--- config.mk ---
export PLATFORM = sky130hd
export DESIGN_NAME = exec_alu
export DESIGN_NICKNAME = d
export VERILOG_FILES = /design/src/verilog/exec_pkg.sv /design/src/verilog/exec_alu.sv /design/src/verilog/alu_datapath.sv /design/src/verilog/pipe_reg.sv
export SDC_FILE = /design/constraint.sdc
export NUM_CORES = 1
export LEC_CHECK = 0
export BUFFER_PORTS_ARGS = -buffer_cell sky130_fd_sc_hd__buf_2
export CORE_ASPECT_RATIO = 1.4
export CORE_UTILIZATION = 55
export CTS_BUF_LIST = sky130_fd_sc_hd__clkbuf_16
export CTS_CLUSTER_DIAMETER = 50
export CTS_CLUSTER_SIZE = 8
export DETAILED_ROUTE_END_ITERATION = 8
export MAX_ROUTING_LAYER = met4
export PLACE_DENSITY_LB_ADDON = 0.2
export SLEW_MARGIN = 20
export SYNTH_ARGS = -nofsm -noshare
export SYNTH_HDL_FRONTEND = slang
export SYNTH_HIERARCHICAL = 1
export SYNTH_SLANG_ARGS = --single-unit
--- constraint.sdc ---
create_clock -name clk -period 5.02 [get_ports clk]
set_input_delay 0 -clock clk [delete_from_list [all_inputs] [get_ports clk]]
set_output_delay 0 -clock clk [all_outputs]
set_load 0.05 [all_outputs]
--- src/verilog/exec_pkg.sv ---
//----------------------------------------------------------------------
// Shared types for the ALU execute unit: micro-op encoding, the
// sequence tag width and the two stage messages (D->X and X->W).
// Modules pull these in with a wildcard import in their header.
//----------------------------------------------------------------------

package exec_pkg;

  //--------------------------------------------------------------------
  // Widths
  //--------------------------------------------------------------------

  // In-flight sequence tag width, shared by both messages
  localparam int SEQ_NUM_BITS = 5;

  //--------------------------------------------------------------------
  // ALU micro-ops
  //--------------------------------------------------------------------

  // RV32I integer ops handled by this unit
  // Register and immediate forms map to the same uop
  typedef enum logic [3:0] {
    UOP_ADD  = 4'd0,
    UOP_SUB  = 4'd1,
    UOP_AND  = 4'd2,
    UOP_OR   = 4'd3,
    UOP_XOR  = 4'd4,
    UOP_SLT  = 4'd5,
    UOP_SLTU = 4'd6,
    UOP_SLL  = 4'd7,
    UOP_SRL  = 4'd8,
    UOP_SRA  = 4'd9,
    // Upper immediate arrives already shifted in op2
    UOP_LUI  = 4'd10
  } rv_uop;

  //--------------------------------------------------------------------
  // Decode to execute payload
  //--------------------------------------------------------------------

  // 110 bits total
  typedef struct packed {
    // Instruction address, carried through
    logic [31:0]             pc;
    // Program order tag
    logic [SEQ_NUM_BITS-1:0] seq_num;
    // Source operands, already read or immediate
    logic [31:0]             op1;
    logic [31:0]             op2;
    // Destination register index
    logic [4:0]              waddr;
    rv_uop                   uop;
  } d_x_msg;

  //--------------------------------------------------------------------
  // Execute to writeback payload
  //--------------------------------------------------------------------

  // 75 bits total
  typedef struct packed {
    logic [31:0]             pc;
    logic [SEQ_NUM_BITS-1:0] seq_num;
    logic [4:0]              waddr;
    // ALU result
    logic [31:0]             wdata;
    // Low for writes to x0
    logic                    wen;
  } x_w_msg;

endpackage
--- src/verilog/exec_alu.sv ---
//----------------------------------------------------------------------
// ALU execute unit top level. Takes decoded micro-ops on the D side
// and returns writeback messages on the W side, both valid/ready.
// Two register stages around a combinational ALU, two cycles latency.
//----------------------------------------------------------------------

`timescale 1ns/1ns

module exec_alu import exec_pkg::*; (
  input  logic   clk,
  input  logic   rst,

  // From decode
  input  logic   d_val,
  output logic   d_rdy,
  input  d_x_msg d_msg,

  // To writeback
  output logic   w_val,
  input  logic   w_rdy,
  output x_w_msg w_msg
);

  //--------------------------------------------------------------------
  // Internal signals
  //--------------------------------------------------------------------

  // Handshake between the two stages
  logic        x_val;
  logic        x_rdy;

  // Micro-op held in the execute stage
  d_x_msg      x_msg;

  // ALU output
  logic [31:0] alu_result;

  // Writeback message built in execute
  x_w_msg      x_w;

  //--------------------------------------------------------------------
  // Input stage
  //--------------------------------------------------------------------

  pipe_reg #(
    .T (d_x_msg)
  ) x_in (
    .clk     (clk),
    .rst     (rst),
    .in_val  (d_val),
    .in_rdy  (d_rdy),
    .in_msg  (d_msg),
    .out_val (x_val),
    .out_rdy (x_rdy),
    .out_msg (x_msg)
  );

  //--------------------------------------------------------------------
  // Datapath
  //--------------------------------------------------------------------

  alu_datapath alu0 (
    .uop    (x_msg.uop),
    .op1    (x_msg.op1),
    .op2    (x_msg.op2),
    .result (alu_result)
  );

  //--------------------------------------------------------------------
  // Writeback message
  //--------------------------------------------------------------------

  // Tags and destination forwarded unchanged
  assign x_w.pc      = x_msg.pc;
  assign x_w.seq_num = x_msg.seq_num;
  assign x_w.waddr   = x_msg.waddr;
  assign x_w.wdata   = alu_result;

  // x0 is hardwired zero, suppress the write
  assign x_w.wen     = (x_msg.waddr != 5'd0);

  //--------------------------------------------------------------------
  // Output stage
  //--------------------------------------------------------------------

  pipe_reg #(
    .T (x_w_msg)
  ) x_out (
    .clk     (clk),
    .rst     (rst),
    .in_val  (x_val),
    .in_rdy  (x_rdy),
    .in_msg  (x_w),
    .out_val (w_val),
    .out_rdy (w_rdy),
    .out_msg (w_msg)
  );

endmodule

--- src/verilog/alu_datapath.sv ---
//----------------------------------------------------------------------
// Combinational RV32I integer ALU. Maps a micro-op and two 32-bit
// operands to a 32-bit result with zero cycles of latency.
// Add, sub and both compares share one adder.
//----------------------------------------------------------------------

`timescale 1ns/1ns

module alu_datapath import exec_pkg::*; (
  input  rv_uop       uop,
  input  logic [31:0] op1,
  input  logic [31:0] op2,
  output logic [31:0] result
);

  //--------------------------------------------------------------------
  // Shared adder
  //--------------------------------------------------------------------

  // Subtract mode for sub and the two compares
  logic        is_sub;

  // Second adder input, inverted when subtracting
  logic [31:0] addend;

  // 33-bit sum keeps the carry out
  logic [32:0] sum;

  // Compare results
  logic        lt_s;
  logic        lt_u;

  // Shift amount, low five bits of op2 only
  logic [4:0]  shamt;

  // Shifter outputs
  logic [31:0] sll_res;
  logic [31:0] srl_res;
  logic [31:0] sra_res;

  always_comb begin
    case (uop)
      UOP_SUB,
      UOP_SLT,
      UOP_SLTU: is_sub = 1'b1;
      default:  is_sub = 1'b0;
    endcase
  end

  assign addend = is_sub ? ~op2 : op2;

  // Two's complement: invert and carry in one
  assign sum = {1'b0, op1} + {1'b0, addend} + {32'd0, is_sub};

  //--------------------------------------------------------------------
  // Compares
  //--------------------------------------------------------------------

  // Unsigned: no carry out of a - b means a < b
  assign lt_u = !sum[32];

  // Signed: differing signs decide directly
  // otherwise the sign of the difference
  assign lt_s = (op1[31] != op2[31]) ? op1[31] : sum[31];

  //--------------------------------------------------------------------
  // Shifts
  //--------------------------------------------------------------------

  assign shamt   = op2[4:0];
  assign sll_res = op1 << shamt;
  assign srl_res = op1 >> shamt;
  // Arithmetic shift replicates the sign bit
  assign sra_res = $signed(op1) >>> shamt;

  //--------------------------------------------------------------------
  // Result select
  //--------------------------------------------------------------------

  always_comb begin
    case (uop)
      UOP_ADD:  result = sum[31:0];
      UOP_SUB:  result = sum[31:0];
      UOP_AND:  result = op1 & op2;
      UOP_OR:   result = op1 | op2;
      UOP_XOR:  result = op1 ^ op2;
      UOP_SLT:  result = {31'd0, lt_s};
      UOP_SLTU: result = {31'd0, lt_u};
      UOP_SLL:  result = sll_res;
      UOP_SRL:  result = srl_res;
      UOP_SRA:  result = sra_res;
      // Upper immediate comes pre-shifted from decode
      UOP_LUI:  result = op2;
      // Unused encodings give zero
      default:  result = 32'd0;
    endcase
  end

endmodule

--- src/verilog/pipe_reg.sv ---
//----------------------------------------------------------------------
// One-entry valid/ready pipeline stage with a type-parameterized
// payload. Full throughput: a new payload loads in the same edge the
// old one leaves. Used for both the D->X and X->W registers.
//----------------------------------------------------------------------

`timescale 1ns/1ns

module pipe_reg #(
  parameter type T = logic
) (
  input  logic clk,
  input  logic rst,

  // Upstream side
  input  logic in_val,
  output logic in_rdy,
  input  T     in_msg,

  // Downstream side
  output logic out_val,
  input  logic out_rdy,
  output T     out_msg
);

  // Stage occupancy
  logic full;

  // Held payload
  T     data;

  // Load enable for the payload
  logic load;

  //--------------------------------------------------------------------
  // Handshake
  //--------------------------------------------------------------------

  // Room when empty or the held entry leaves this edge
  assign in_rdy = !full || out_rdy;
  assign load   = in_val && in_rdy;

  // Valid flag, cleared by reset
  always_ff @(posedge clk) begin
    if (rst) begin
      full <= 1'b0;
    end else if (in_rdy) begin
      // Either refilled or drained
      full <= in_val;
    end
  end

  //--------------------------------------------------------------------
  // Payload
  //--------------------------------------------------------------------

  // Holds while stalled
  always_ff @(posedge clk) begin
    if (load) begin
      data <= in_msg;
    end
  end

  assign out_val = full;
  assign out_msg = data;

endmodule

== Word level (Yosys, flattened, before mapping) ==
Index checks and enable logic that the tools add are counted.

* Output and inout port bits: 77
* Bits in registers: 187
* Logic and storage cells: 48
* Input port bits: 114

* Bitwise operators: 4
* Add/subtract/negate cells: 2
* Equal/unequal tests: 11
* Shift operators: 3
* Mux-type cells: 4
* Reduce and logical (&&, ||, !) cells: 11

{| class="wikitable"
|+ Operator list
! operator !! number
|-
| $pmux W32 S10 || 1
|-
| $add A32 B32 Y33 || 1
|-
| $add A33 B1 Y33 || 1
|-
| $and A32 B32 Y32 || 1
|-
| $mux W32 || 1
|-
| $not A32 Y32 || 1
|-
| $or A32 B32 Y32 || 1
|-
| $shl A32 B5 Y32 || 1
|-
| $shr A32 B5 Y32 || 1
|-
| $sshr A32 B5 Y32 || 1
|-
| $xor A32 B32 Y32 || 1
|-
| $eq A4 B3 Y1 const B || 4
|-
| $eq A4 B4 Y1 const B || 3
|-
| $eq A4 B2 Y1 const B || 2
|-
| $reduce_bool A5 Y1 || 1
|-
| $eq A4 B1 Y1 const B || 1
|-
| $logic_not A4 Y1 || 1
|-
| $logic_not A1 Y1 || 3
|-
| $reduce_or A3 Y1 || 1
|-
| $logic_and A1 B1 Y1 || 2
|-
| $logic_or A1 B1 Y1 || 2
|-
| $mux W1 || 2
|-
| $reduce_or A2 Y1 || 1
|-
| $ne A1 B1 Y1 || 1
|}

== Logic depth before layout (Yosys ltp) ==
* Depth in word-level cells: 8
* Depth in mapped cells: 17
* Depth with buffers taken out: 15

== Hierarchy ==
The synthesis kept the hierarchy.

{| class="wikitable"
|+ By module, submodules not included
! module !! instances !! sequential area each (sq um) !! cells each !! area each (sq um)
|-
| alu_datapath || 1 || 0.0 || 1139 || 7846.3
|-
| pipe_reg (x_in) || 1 || 3323.2 || 115 || 3358.2
|-
| pipe_reg (x_out) || 1 || 2272.2 || 80 || 2307.2
|-
| exec_alu || 1 || 0.0 || 3 || 12.5
|}

== Least setup slack after synthesis ==
Ideal clock, no wire load.

* Path type: register to register
* From: reg x_in.data (netlist bit x_in/out_msg[2])
* To: reg x_out.data (netlist bit x_out/out_msg[19]), data pin
* Setup time: 0.277 ns
* Arrival: 3.560 ns
* Period minus slack after synthesis: 3.838 ns
* Data required time: 4.743 ns
* Path buffers: 2
* Cell stages (with the launch flop): 16
* Slack: 1.182 ns
* Path through: edfxtp_1 clkbuf_1 a21oi_1 nor2_1 buf_1 xnor2_1 ha_1 nor2b_1 o31ai_1 nand2_1 a21o_1 a21o_1 a211o_1 a41oi_1 mux2i_1 o2111ai_1

* Longest elaborated chain between the ends: 7
* Elaborated cells on any way between the ends: 18
* Classes of those cells: add/sub (2); eq/ne (10); mux (3); reduce/logical (3)

{| class="wikitable"
|+ RTL lines
! element !! line !! RTL
|-
| from (decl) || pipe_reg.sv:30 || <nowiki>T data;</nowiki>
|-
| from (signal assigned) || pipe_reg.sv:60 || <nowiki>data <= in_msg;</nowiki>
|-
| $eq A4 B1 Y1 or $eq A4 B3 Y1 (tied branches) || alu_datapath.sv:42, alu_datapath.sv:81 ||
|-
| $reduce_or A3 Y1 || alu_datapath.sv:42 || <nowiki>case (uop)</nowiki>
|-
| $mux W1 || alu_datapath.sv:42 ||
|-
| $mux W32 || alu_datapath.sv:50 || <nowiki>assign addend = is_sub ? ~op2 : op2;</nowiki>
|-
| $add A32 B32 Y33 || alu_datapath.sv:53 || <nowiki>assign sum = {1'b0, op1} + {1'b0, addend} + {32'd0, is_sub};</nowiki>
|-
| $add A33 B1 Y33 || alu_datapath.sv:53 ||
|-
| $pmux W32 S10 * || alu_datapath.sv:81 || <nowiki>case (uop)</nowiki>
|-
| named net alu_result[18] || exec_alu.sv:36 || <nowiki>logic [31:0] alu_result;</nowiki>
|-
| to (signal assigned) || pipe_reg.sv:60 ||
|-
| to (decl) || pipe_reg.sv:30 ||
|}

Mark *: on every way through the listed nets, which the timed path passes. The rest lies on a longest branch.
A chain may end at the register's enable or synchronous reset.

== Worst setup path after layout ==
* From: reg x_in.data (netlist bit x_in/out_msg[1])
* To: reg x_out.data (netlist bit x_out/out_msg[19]), data pin

The elaborated chain is that of the path after synthesis.

==> metrics.csv <==
metric,value,unit
post_synth_inst_count,1337,
antenna_found_initial,2,
track_usage,38.69,%
gp_congestion,1.049,
cts_resized,0,
ctsRootBufferMaster,clkbuf_16,
worstPathArrival,4680,ps
leakagePower,6.717,nW
synth.avg_cell_area,10.12,um2
min_path_type,input pin to flip-flop,
synth_area_leaders,"edfxtp_1, ha_1, mux4_2",
mostFrequentLayoutCells,"buf_2, edfxtp_1, nor2_1, dlygate4sd3_1, a21oi_1",
postCtsSetupRepairBufs,0,
slew-limit-headroom,30.46,%
stdcell_area,0.01647,mm2
start_kind,flip-flop,
clk_pin_slew,90,ps
maxSlewViolCount,0,
drv_cap,0,
portBuffers,190,
status,"complete, no violations",
yosysWarnings,6,
ys_async_sr_fraction,0,%
grt_pass1_vias,12084,
cpPeakStageDelay,570,ps
tightestPinTransition,1043,ps
cts_max_level,4,
grt_pass1_wl,70100,um
die-area,0.02523,mm2
critPathRequiredTime,5190,ps
cts_buffers,17,
crit_top_cell,a21o_1,
synth_edf_count,185,
seq_area_frac_synth,41.37,%
cellPowerDensity,284.1,mW/mm2
boundaryPins,191,
synth.top_cell.area_share,41.08,%
cp_top_family,compound AO/OA/AOI/OAI gates,
fmax,221.3,MHz
synth_area,0.01352,mm2
crit_buf_inv,0,
skew,13.78,ps
setup_tns,0,ps
yosysTopAreaCell,edfxtp_1,
hold_ws,244.7,ps
wl_per_cell,24.35,um
dp_hpwl,32360,um
dr.pass1.iters,6,
r2r-start,x_in/out_msg[1],
area_growth,21.75,%
overflow,0,
grt_setup_unrepaired,false,
initialDrtViolationCount,1379,
dp.cells,1772,
die_x,134.5,um
ant_nets,0,
ys.flop_type,edfxtp_1,
wirelength,46710,um
clk_latency,460,ps
syn_nets,1548,
setup_viol,0,
cp_slowest_cell,edfxtp_1,
start_util,56.21,%
hold_buffers,113,
core,0.02406,mm2
clock_path_buffers,2,
reg2reg_slack,500,ps
cts_sinks,187,
min_to,x_in/out_msg[30],
fin_util,68.44,%
drc,0,
vias,12276,
worst_slack,500.6,ps
row_count,67,
placed_area,0.01473,mm2
fin_cells,1918,
hold_violations,0,
viasPerCell,6.400,
hold_depth,2,
nets,1805,
ir_worst_vdd,0.3025,mV
die_height,187.5,um
crit_chain,nor2b_4 > a21oi_1 > nor2_4 > xnor2_1 > ha_1 > nor2b_1 > o31ai_1 > nand2_1 > a21o_1 > a21o_1 > a211o_1 > a41oi_1 > mux2i_1 > o2111ai_1,
min_period_over_period,90.03,%
reg2reg_depth,14,
grt_max_degree,95,
final_common_cell,buf_2,
hold_start,d_msg[30],
crit_type,flip-flop to flip-flop,
critPathMaxFanout,15,
synth_cell_types,75,
synth_seq_cells,187,
power,4.678,mW
fin_crit,4519,ps
cts_tree,done,
end_kind,flip-flop,
r2r_end,x_out/out_msg[19],
drive_above_1_share,20.16,%
place_ws,546.5,ps
layer usage:
metal / global-route usage [%] / routed length (um) / part of all wire [%] / vias up
li1: - / - / - / 5529
met1: 46.46 / 17270 / 37 / 5904
met2: 62.51 / 22750 / 49 / 705
met3: 6.569 / 4325 / 9.3 / 138
met4: 19.62 / 2363 / 5.1 / 0
met5: - / 0 / 0 / -
report_power, final:
group / switching [mW] / internal (mW) / leakage [nW]
combinational: 0.829 / 0.515 / 4.63
clock: 0.704 / 0.714 / 0.292
sequential: 0.0851 / 1.83 / 1.80
sequential cells by signal, indices dropped and copies added (netlist names):
| name | cells |
|---|---|
| x_in/out_msg | 110 |
| x_out/out_msg | 75 |
| x_in/out_val | 1 |
| x_out/out_val | 1 |
worst max-delay path by stage:
stage	depth (start not counted)	slack, ps	endpoint	from
after floorplan	15	1180	x_out/out_msg[19]	x_in/out_msg[2]
after global placement	15	830	x_out/out_msg[30]	x_in/out_msg[1]
after detailed placement	14	550	x_out/out_msg[19]	x_in/out_msg[1]
after CTS	14	540	x_out/out_msg[19]	x_in/out_msg[1]
after global routing	14	300	x_out/out_msg[19]	x_in/out_msg[1]
final	14	500	x_out/out_msg[19]	x_in/out_msg[1]
logic make-up after synthesis:
| family | share of synthesized area (%) |
|---|---|
| AO/OA/AOI/OAI | 19.21 |
| AND/OR/NAND/NOR | 11.75 |
| flip-flops | 41.37 |
| buffers and inverters | 4.903 |
| adder cells (fa/ha/maj) | 9.030 |
| multiplexers | 10.31 |
| XOR/XNOR | 3.432 |
cells in the mapped netlist (13+ instances only):
library cell	number
a211o_1	15
a211oi_1	13
a21o_1	17
a21oi_1	99
a221oi_1	16
a22oi_1	26
buf_2	17
clkbuf_1	62
edfxtp_1	185
ha_1	96
inv_1	73
mux2i_1	47
mux4_2	37
nand2_1	93
nand3_1	28
nor2_1	138
nor3_1	25
o211ai_1	21
o21ai_0	98
or3_1	13
xnor2_1	45
layout make-up:
type                            count  area (um2)
Clock buffer                       17       425.4
Timing Repair Buffer              330        2297
Tap cell                          310       387.9
Clock inverter                     15       177.7
Multi-Input combinational cell    983        7298
Antenna cell                        1       2.502
Fill cell                        1761        7594
Inverter                           75       281.5
Sequential cell                   187        5595
(Power assumes the default switching activity.)
